File: src/decodePkg.sv
package decodePkg;

  typedef logic [31:0] word_t;       // Data, PC or instruction word
  typedef logic [4:0]  regAddr_t;    // Register index
  typedef logic [4:0]  aluCtrl_t;    // ALU operation code
  typedef logic [2:0]  immSrc_t;     // Immediate format select
  typedef logic [1:0]  resultSrc_t;  // Writeback source
  typedef logic [1:0]  branch_t;     // Branch kind
  typedef logic [1:0]  aluSrc_t;     // Bit 0 imm as B, bit 1 PC as A
  typedef logic [1:0]  memSize_t;    // Byte, half, word

  localparam logic [6:0] opLoad   = 7'b0000011;
  localparam logic [6:0] opStore  = 7'b0100011;
  localparam logic [6:0] opBranch = 7'b1100011;
  localparam logic [6:0] opJal    = 7'b1101111;
  localparam logic [6:0] opJalr   = 7'b1100111;
  localparam logic [6:0] opLui    = 7'b0110111;
  localparam logic [6:0] opAuipc  = 7'b0010111;
  localparam logic [6:0] opOpImm  = 7'b0010011;
  localparam logic [6:0] opOp     = 7'b0110011;

  localparam aluCtrl_t aluAdd  = 5'd0;
  localparam aluCtrl_t aluSub  = 5'd1;
  localparam aluCtrl_t aluSll  = 5'd2;
  localparam aluCtrl_t aluSlt  = 5'd3;
  localparam aluCtrl_t aluSltu = 5'd4;
  localparam aluCtrl_t aluXor  = 5'd5;
  localparam aluCtrl_t aluSrl  = 5'd6;
  localparam aluCtrl_t aluSra  = 5'd7;
  localparam aluCtrl_t aluOr   = 5'd8;
  localparam aluCtrl_t aluAnd  = 5'd9;
  localparam aluCtrl_t aluBeq  = 5'd10; // Branch compares
  localparam aluCtrl_t aluBne  = 5'd11;
  localparam aluCtrl_t aluBlt  = 5'd12;
  localparam aluCtrl_t aluBge  = 5'd13;
  localparam aluCtrl_t aluBltu = 5'd14;
  localparam aluCtrl_t aluBgeu = 5'd15;

  localparam immSrc_t immI = 3'd0;
  localparam immSrc_t immS = 3'd1;
  localparam immSrc_t immB = 3'd2;
  localparam immSrc_t immU = 3'd3;
  localparam immSrc_t immJ = 3'd4;

  localparam word_t nopInstr = 32'h0000_0013; // addi x0,x0,0

endpackage
File: src/decodeCtrlIf.sv
`timescale 1ns/1ps

interface decodeCtrlIf;
  import decodePkg::*;

  logic       regWrite;
  logic       memWrite;
  aluSrc_t    aluSrc;
  branch_t    branch;
  memSize_t   memSize;
  logic       memSigned;   // Load sign extension
  aluCtrl_t   aluControl;
  resultSrc_t resultSrc;
  immSrc_t    immSrc;
  logic       illegal;     // Unknown opcode

  modport dec (
    output regWrite, memWrite, aluSrc, branch, memSize,
    output memSigned, aluControl, resultSrc, immSrc, illegal
  );

  modport stage (
    input regWrite, memWrite, aluSrc, branch, memSize,
    input memSigned, aluControl, resultSrc, immSrc, illegal
  );

endinterface

File: src/stageD.sv
`timescale 1ns/1ps

module stageD (
  input  logic                   clk,
  input  logic                   rstN,
  input  decodePkg::word_t       instrF,
  input  decodePkg::word_t       pcF,
  input  decodePkg::word_t       pcPlus4F,
  input  logic                   stallD,
  input  logic                   flushD,
  input  logic                   regWriteW,
  input  decodePkg::regAddr_t    rdW,
  input  decodePkg::word_t       resultW,
  output decodePkg::word_t       rd1D,
  output decodePkg::word_t       rd2D,
  output decodePkg::word_t       immExtD,
  output decodePkg::word_t       pcD,
  output decodePkg::word_t       pcPlus4D,
  output decodePkg::regAddr_t    rs1D,
  output decodePkg::regAddr_t    rs2D,
  output decodePkg::regAddr_t    rdD,
  output logic                   regWriteD,
  output logic                   memWriteD,
  output logic                   memSignedD,
  output logic                   illegalD,
  output decodePkg::aluSrc_t     aluSrcD,
  output decodePkg::branch_t     branchD,
  output decodePkg::memSize_t    memSizeD,
  output decodePkg::aluCtrl_t    aluControlD,
  output decodePkg::resultSrc_t  resultSrcD
);
  import decodePkg::*;

  word_t instrD;
  logic  validD;                  // Low for a bubble

  decodeCtrlIf ctrlIf ();

  // Fetch/decode register, flush beats stall
  always_ff @(posedge clk or negedge rstN) begin
    if (!rstN) begin
      instrD   <= nopInstr;
      pcD      <= '0;
      pcPlus4D <= '0;
      validD   <= 1'b0;
    end else if (flushD) begin
      instrD   <= nopInstr;
      pcD      <= '0;
      pcPlus4D <= '0;
      validD   <= 1'b0;
    end else if (!stallD) begin
      instrD   <= instrF;
      pcD      <= pcF;
      pcPlus4D <= pcPlus4F;
      validD   <= 1'b1;
    end
  end

  assign rs1D = instrD[19:15];
  assign rs2D = instrD[24:20];
  assign rdD  = instrD[11:7];

  controlDecoder controlDecoder_i (
    .instr (instrD),
    .ctrl  (ctrlIf.dec)
  );

  // Bubble kills every control, immSrc only steers the extender
  assign regWriteD   = validD & ctrlIf.regWrite;
  assign memWriteD   = validD & ctrlIf.memWrite;
  assign memSignedD  = validD & ctrlIf.memSigned;
  assign illegalD    = validD & ctrlIf.illegal;
  assign aluSrcD     = validD ? ctrlIf.aluSrc : '0;
  assign branchD     = validD ? ctrlIf.branch : '0;
  assign memSizeD    = validD ? ctrlIf.memSize : '0;
  assign aluControlD = validD ? ctrlIf.aluControl : '0;
  assign resultSrcD  = validD ? ctrlIf.resultSrc : '0;

  immExtend immExtend_i (
    .instr  (instrD),
    .immSrc (ctrlIf.immSrc),
    .immExt (immExtD)
  );

  regFile regFile_i (
    .clk  (clk),
    .rstN (rstN),
    .we3  (regWriteW),
    .wa3  (rdW),
    .wd3  (resultW),
    .ra1  (rs1D),
    .ra2  (rs2D),
    .rd1  (rd1D),
    .rd2  (rd2D)
  );

endmodule

File: src/regFile.sv
`timescale 1ns/1ps

module regFile (
  input  logic                 clk,
  input  logic                 rstN,
  input  logic                 we3,
  input  decodePkg::regAddr_t  wa3,
  input  decodePkg::word_t     wd3,
  input  decodePkg::regAddr_t  ra1,
  input  decodePkg::regAddr_t  ra2,
  output decodePkg::word_t     rd1,
  output decodePkg::word_t     rd2
);
  import decodePkg::*;

  word_t regs [32];

  // Falling edge write, so same-cycle reads see the new value
  always_ff @(negedge clk or negedge rstN) begin
    if (!rstN) begin
      for (int i = 0; i < 32; i++) begin
        regs[i] <= '0;
      end
    end else if (we3 && (wa3 != '0)) begin
      regs[wa3] <= wd3;           // x0 never written
    end
  end

  assign rd1 = (ra1 == '0) ? '0 : regs[ra1];
  assign rd2 = (ra2 == '0) ? '0 : regs[ra2];

endmodule

File: src/immExtend.sv
`timescale 1ns/1ps

module immExtend (
  input  decodePkg::word_t   instr,
  input  decodePkg::immSrc_t immSrc,
  output decodePkg::word_t   immExt
);
  import decodePkg::*;

  logic sign;

  assign sign = instr[31];

  always_comb begin
    case (immSrc)
      immI: begin
        immExt = {{20{sign}}, instr[31:20]};
      end
      immS: begin
        immExt = {{20{sign}}, instr[31:25], instr[11:7]};
      end
      immB: begin
        // Offset in halfwords, bit 0 forced low
        immExt = {{20{sign}}, instr[7], instr[30:25], instr[11:8], 1'b0};
      end
      immU: begin
        immExt = {instr[31:12], 12'b0};
      end
      immJ: begin
        immExt = {{12{sign}}, instr[19:12], instr[20], instr[30:21], 1'b0};
      end
      default: begin
        immExt = '0;              // Unused select codes
      end
    endcase
  end

endmodule

File: src/controlDecoder.sv
`timescale 1ns/1ps

module controlDecoder (
  input decodePkg::word_t instr,
  decodeCtrlIf.dec        ctrl
);
  import decodePkg::*;

  logic [6:0] opcode;
  logic [2:0] funct3;
  logic       funct7b5;
  aluCtrl_t   arithCode;
  aluCtrl_t   cmpCode;

  assign opcode   = instr[6:0];
  assign funct3   = instr[14:12];
  assign funct7b5 = instr[30];

  // Arithmetic op from funct3, bit 30 picks sub or sra
  always_comb begin
    case (funct3)
      3'b000: begin
        // addi has no sub form, bit 30 is part of its immediate
        arithCode = (opcode == opOp && funct7b5) ? aluSub : aluAdd;
      end
      3'b001:  arithCode = aluSll;
      3'b010:  arithCode = aluSlt;
      3'b011:  arithCode = aluSltu;
      3'b100:  arithCode = aluXor;
      3'b101:  arithCode = funct7b5 ? aluSra : aluSrl;
      3'b110:  arithCode = aluOr;
      default: arithCode = aluAnd;
    endcase
  end

  // Branch compare kind
  always_comb begin
    case (funct3)
      3'b001:  cmpCode = aluBne;
      3'b100:  cmpCode = aluBlt;
      3'b101:  cmpCode = aluBge;
      3'b110:  cmpCode = aluBltu;
      3'b111:  cmpCode = aluBgeu;
      default: cmpCode = aluBeq;    // Also reserved 010/011
    endcase
  end

  always_comb begin
    ctrl.regWrite   = 1'b0;
    ctrl.memWrite   = 1'b0;
    ctrl.aluSrc     = 2'b00;
    ctrl.branch     = 2'b00;
    ctrl.memSize    = 2'b00;
    ctrl.memSigned  = 1'b0;
    ctrl.aluControl = aluAdd;
    ctrl.resultSrc  = 2'b00;
    ctrl.immSrc     = immI;
    ctrl.illegal    = 1'b0;

    case (opcode)
      opOp: begin
        ctrl.regWrite   = 1'b1;
        ctrl.aluControl = arithCode;
      end
      opOpImm: begin
        ctrl.regWrite   = 1'b1;
        ctrl.aluSrc     = 2'b01;    // rs1 op imm
        ctrl.aluControl = arithCode;
      end
      opLoad: begin
        ctrl.regWrite  = 1'b1;
        ctrl.aluSrc    = 2'b01;     // Address rs1 + imm
        ctrl.resultSrc = 2'b01;     // From memory
        ctrl.memSize   = funct3[1:0];
        ctrl.memSigned = ~funct3[2];
      end
      opStore: begin
        ctrl.memWrite = 1'b1;
        ctrl.aluSrc   = 2'b01;
        ctrl.immSrc   = immS;
        ctrl.memSize  = funct3[1:0];
      end
      opBranch: begin
        ctrl.branch     = 2'b01;    // Conditional
        ctrl.immSrc     = immB;
        ctrl.aluControl = cmpCode;
      end
      opJal: begin
        ctrl.regWrite  = 1'b1;
        ctrl.branch    = 2'b10;
        ctrl.aluSrc    = 2'b11;     // Target PC + imm
        ctrl.immSrc    = immJ;
        ctrl.resultSrc = 2'b10;     // Link PC+4
      end
      opJalr: begin
        ctrl.regWrite  = 1'b1;
        ctrl.branch    = 2'b11;
        ctrl.aluSrc    = 2'b01;     // Target rs1 + imm
        ctrl.resultSrc = 2'b10;
      end
      opLui: begin
        ctrl.regWrite  = 1'b1;
        ctrl.immSrc    = immU;
        ctrl.resultSrc = 2'b11;     // Immediate straight through
      end
      opAuipc: begin
        ctrl.regWrite = 1'b1;
        ctrl.aluSrc   = 2'b11;      // PC + imm
        ctrl.immSrc   = immU;
      end
      default: begin
        ctrl.illegal = 1'b1;
      end
    endcase
  end

endmodule

File: config.mk
export PLATFORM = sky130hd
export DESIGN_NAME = stageD
export DESIGN_NICKNAME = d
export VERILOG_FILES = /design/src/decodePkg.sv /design/src/decodeCtrlIf.sv /design/src/stageD.sv /design/src/regFile.sv /design/src/immExtend.sv /design/src/controlDecoder.sv
export SDC_FILE = /design/constraint.sdc
export NUM_CORES = 2
export LEC_CHECK = 0
export BUFFER_PORTS_ARGS = -buffer_cell sky130_fd_sc_hd__clkbuf_2
export CAP_MARGIN = 15
export CORE_ASPECT_RATIO = 0.9
export CORE_MARGIN = 5
export CORE_UTILIZATION = 62
export CTS_CLUSTER_SIZE = 40
export DETAILED_ROUTE_END_ITERATION = 16
export PLACE_DENSITY = 0.82
export SYNTH_ARGS = -nofsm -noshare
export SYNTH_HDL_FRONTEND = slang
export SYNTH_SLANG_ARGS = --single-unit
File: constraint.sdc
create_clock -name clk -period 2.1 [get_ports clk]
set_input_delay 0.21 -clock clk [delete_from_list [all_inputs] [get_ports clk]]
set_output_delay 0.21 -clock clk [all_outputs]
set_load 0.005 [all_outputs]
==> summary.txt, run 1 <==
Synth
  – Synth Area per Inst: 13.74 sq um
  – Register area share after synthesis: 46.95%
  – Netlist area before placement: 59760 sq um
  – Post-Syn Instances: 4348
  – Synth Flop Type: sky130_fd_sc_hd__dfrtn_1
  – Yosys cell types: 60
  – Share of flip-flops with an asynchronous set or reset: 100.0%
  – Number of enable-type register cells in the synthesized netlist: 0
  – Yosys synthesis warning count: 0
  – Post-synth top area cell: sky130_fd_sc_hd__dfrtn_1
  – Synth Net Count: 4486
  – Most instantiated library cell after synthesis: sky130_fd_sc_hd__dfrtn_1
  – Post-synth top cells: sky130_fd_sc_hd__dfrtn_1, sky130_fd_sc_hd__mux2_2, sky130_fd_sc_hd__mux2i_1
  – Top area cells in the synthesized netlist: sky130_fd_sc_hd__dfrtn_1, sky130_fd_sc_hd__mux2_2, sky130_fd_sc_hd__mux4_2
  – Area fraction of the dominant cell type after synthesis: 42.88%
  – Register bit count reported by yosys: 1121

Placed design
  – Final Wtd Congestion: 0.9228
  – Number of port buffers: 328
  – Hpwl dp: 143800 um
  – Placement Cell Area: 73100 sq um

Floorplanning
  – Initial Util: 62.20%
  – Number of cell rows: 108
  – Die W: 337.3 um
  – Top-Level Pins: 330
  – Height of the die: 304.5 um

CTS
  – Number of buffers added by the clock tree synthesis step: 115
  – Maximum level of the CTS H-tree: 3
  – CTS Root Cell: sky130_fd_sc_hd__clkbuf_16
  – Maximum clock path buffer count: 3
  – Clock sink total: 1121

Run status
  – Stopped at: global routing (5_1_grt)
  – Run status: did not finish
  – Error text reported by the tool: [ERROR GRT-0232] Routing congestion too high. Check the congestion heatmap in the GUI.

Timing
  – Worst Endpoint after GRT Repair: rd2D[9]
  – Category of the worst endpoint: output port

Global route
  – Overall track demand over capacity in global routing: 81.64%
  – Total congestion overflow: 9
  – Maximum number of pins on one net before global-route repair: 55
  – Number of antenna violations at the first check in global routing: 37
[stage by stage]
stage / instances / setup WS [ns] / util (%)
after detailed placement: 6555 / -1.261 / 76.09
after global placement: 6555 / -1.145 / 76.09
after CTS: 6951 / -1.563 / 83.64
after floorplan: 4348 / -0.5146 / -
[cell families after synthesis]
| kind of cell | after synthesis | synth area share (%) |
|---|---|---|
| flops | 1121 | 46.95 |
| buf+inv | 501 | 4.566 |
| mux | 1814 | 39.17 |
| other cells | 1 | 0.006275 |
| simple gates | 387 | 3.189 |
| compound gates | 524 | 6.122 |
[per-layer routing]
metal,global-route usage (%),overflow
met5,61.99,0
met4,78.79,3
met3,78.07,1
met2,89.75,4
met1,79.69,1
[repair_timing]
action / in CTS
buffers inserted: 81
gates resized for setup: 330
pin swaps: 91
hold buffers: 98
setup endpoints to repair: 943
cloned: 12
hold endpoints to repair: 115
==> run 2: changes to the inputs <==
Settings changed: CORE_ASPECT_RATIO 0.9 to not set, CORE_UTILIZATION 62 to 40, CTS_CLUSTER_SIZE 40 to not set, PLACE_DENSITY 0.82 to not set, PLACE_DENSITY_LB_ADDON set to 0.15.
==> summary.txt, run 2 <==
Layout
  – Non-filler cells in the finished layout: 7741
  – Final-stage net count: 5851
  – Final cell area excluding filler cells: 83880 sq um
  – Max FFs per register: 1024
  – Share of layout cells above drive strength 1: 58.71%
  – Most common cell after layout, fill and taps aside: sky130_fd_sc_hd__dfrtn_1
  – Most frequent cells in the layout: sky130_fd_sc_hd__dfrtn_1, sky130_fd_sc_hd__buf_4, sky130_fd_sc_hd__mux2_2
  – Area growth from synthesis to layout: 40.36%
  – Most flop-heavy register: regFile_i.regs

Placed design
  – Final Wtd Congestion: 0.8472 (-8.2%)
  – Placement Cell Area: 74460 sq um (+1.9%)
  – Hpwl dp: 154600 um (+7.5%)
  – Number of port buffers: 328 (unchanged)
  – Count of placed standard cells including taps: 7262 (+11%)

Critical path
  – Cells on worst reg2reg path: 4
  – Startpoint kind of the worst setup timing path: flop
  – CP Max Fanout: 2
  – Critical path capture point type: output port
  – Req. time, crit path: 1.89 ns
  – Startpoint of the lowest-slack register-to-register path: pcD[30]
  – Kind of critical path: reg -> out
  – Internal reg-to-reg setup slack: 0.25 ns
  – Capture instance of the worst register-to-register path: pcD[30]
  – Endpoint arrival time on the critical path: 3.47 ns
  – First element of the critical path: regFile_i.regs[226]

CTS
  – Source-to-sink clock delay at the later pin of the worst-skew pair: 0.76 ns
  – Clock sink total: 1121 (unchanged)
  – Maximum clock path buffer count: 3 (unchanged)
  – CTS Root Cell: sky130_fd_sc_hd__clkbuf_16
  – Maximum level of the CTS H-tree: 4 (+1)
  – Number of buffers added by the clock tree synthesis step: 135 (+17%)
  – CTS tree: yes
  – Clock slew at the register clock pins of the worst setup and hold paths: 0.06 ns

Global route
  – Via count of the first global-routing pass: 47264
  – Number of antenna violations at the first check in global routing: 3
  – Overall track demand over capacity in global routing: 29.09%
  – Total congestion overflow: 0
  – First-pass GRT wire length: 337800 um
  – Maximum number of pins on one net before global-route repair: 74

Floorplanning
  – Top-Level Pins: 330 (unchanged)
  – Height of the die: 396.5 um (+30%)
  – Die Outline Area: 157200 sq um
  – Die W: 396.5 um (+18%)
  – Initial Util: 40.33% (-22 points)
  – Number of cell rows: 141 (+31%)
  – Area inside the core boundary: 148200 sq um

Synth
  – Most instantiated library cell after synthesis: sky130_fd_sc_hd__dfrtn_1
  – Register bit count reported by yosys: 1121 (unchanged)
  – Synth Area per Inst: 13.74 sq um (unchanged)
  – Yosys cell types: 60 (unchanged)
  – Share of flip-flops with an asynchronous set or reset: 100.0% (unchanged)
  – Netlist area before placement: 59760 sq um (unchanged)
  – Top area cells in the synthesized netlist: sky130_fd_sc_hd__dfrtn_1, sky130_fd_sc_hd__mux2_2, sky130_fd_sc_hd__mux4_2
  – Synth Net Count: 4486 (unchanged)
  – Register area share after synthesis: 46.95% (unchanged)
  – Post-synth top cells: sky130_fd_sc_hd__dfrtn_1, sky130_fd_sc_hd__mux2_2, sky130_fd_sc_hd__mux2i_1
  – Post-Syn Instances: 4348 (unchanged)
  – Number of enable-type register cells in the synthesized netlist: 0 (unchanged)
  – Area fraction of the dominant cell type after synthesis: 42.88% (unchanged)
  – Post-synth top area cell: sky130_fd_sc_hd__dfrtn_1
  – Yosys synthesis warning count: 0 (unchanged)
  – Synth Flop Type: sky130_fd_sc_hd__dfrtn_1

Power
  – VDD IR max: 883.8 uV
  – Leakage dissipation: 37.76 nW
  – Power consumption: 71.42 mW
  – Power Dens Cells: 851.4 nW/um^2

Run status
  – Failing checks: setup timing
  – Run status: finished, violations left

Flow run
  – Number of max-cap violations: 0

Timing
  – PnR worst setup slack: -1.582 ns
  – Hold Worst Slack: 0.1208 ns
  – Number of failing hold endpoints at the final stage: 0
  – Unrepaired setup endpoints after global routing: true
  – Setup skew after layout: 0 ns
  – Slew of the pin with the lowest slew margin: 0.9378 ns
  – Normalized max-slew margin: 37.48%
  – Final count of pins violating max slew: 0
  – Setup total negative slack: -127.07 ns
  – Final setup violation count: 531

Route
  – Post-DR wirelength/cell: 30.95 um
  – Vias/cell: 5.876
  – DRT iter0 DRCs: 3757
  – Antenna viol nets, final: 0
  – DRC violation count after routing: 0
  – Count of vias placed by the detailed router: 45484
  – Aggregate routed wire length: 239600 um
  – DR pass1 iterations: 5

Min path
  – Hold path startpoint: stallD
  – Worst min path class: in -> reg
  – Worst hold path cell count: 3
  – Hold Path End: validD
-- run 2: cell counts after synthesis --
No cell type changed its count.
-- run 2: worst max-delay path, cell delays in order (launching register included) --
cell	delay, ns
sky130_fd_sc_hd__dfrtn_1	0.37
sky130_fd_sc_hd__mux4_2	0.49
sky130_fd_sc_hd__or3_1	0.34
sky130_fd_sc_hd__a41oi_2	0.28
sky130_fd_sc_hd__o21ai_2	0.11
sky130_fd_sc_hd__clkbuf_2	0.13
-- run 2: timing repair --
item | 4_1_cts | 5_1_grt
setup buffers | 53 | 42
hold endpoints to repair | 121 | 0
setup endpoints to repair | 708 | 967
gates cloned | 17 | 25
hold buffers | 130 | 0
pin swaps | 108 | 69
resized for setup | 331 | 183
-- run 2: per-stage QoR --
step,util [%],worst slack (ns)
floorplan,-,-0.5146
global placement,50.24,-1.169
detailed placement,50.24,-1.192
CTS,55.58,-1.650
global route,56.60,-1.638
finish,56.60,-1.582
-- run 2: worst max path at each step --
stage,endpoint,depth (start not counted),slack [ns]
5_1_grt,rd2D[13],5,-1.64
6_report,rd2D[2],5,-1.58
3_5_place_dp,regFile_i.regs[400],5,-1.19
3_3_place_gp,regFile_i.regs[406],5,-1.17
2_1_floorplan,rd2D[19],4,-0.51
4_1_cts,rd2D[14],5,-1.65
-- run 2: cell families (layout without fill, tap and decap cells) --
family | Yosys count | in the layout | synth area share (%)
multiplexers | 1814 | 1814 | 39.17
buffers and inverters | 501 | 1962 | 4.566
flip-flops | 1121 | 1121 | 46.95
AND/OR/NAND/NOR | 387 | 388 | 3.189
AO/OA/AOI/OAI | 524 | 524 | 6.122
other | 1 | 2 | 0.006275
-- run 2: layer usage --
metal  wire length [um]  global-route usage, %  part of all wire, %
met2             114700                  48.41                   48
met4               9778                  9.844                  4.1
met3              14370                  4.717                  6.0
met5                 13                      0               0.0054
met1             100700                  38.87                   42
-- run 2: cell type report --
class / count / area [sq um]
inverter: 4 / 17.52
timing repair buffer: 1724 / 16590
clock buffer: 198 / 3991
clock inverter: 36 / 425.4
multi-input combinational: 2727 / 32350
fill: 11876 / 64310
tap: 1930 / 2415
antenna: 1 / 2.502
sequential: 1121 / 28090
-- run 2: where the power goes --
part           internal, mW  switching [mW]
clock                  14.1            9.76
combinational          11.6            7.45
sequential             25.9            2.64
total                  51.6            19.9
Power figures use the tool's default switching activity.
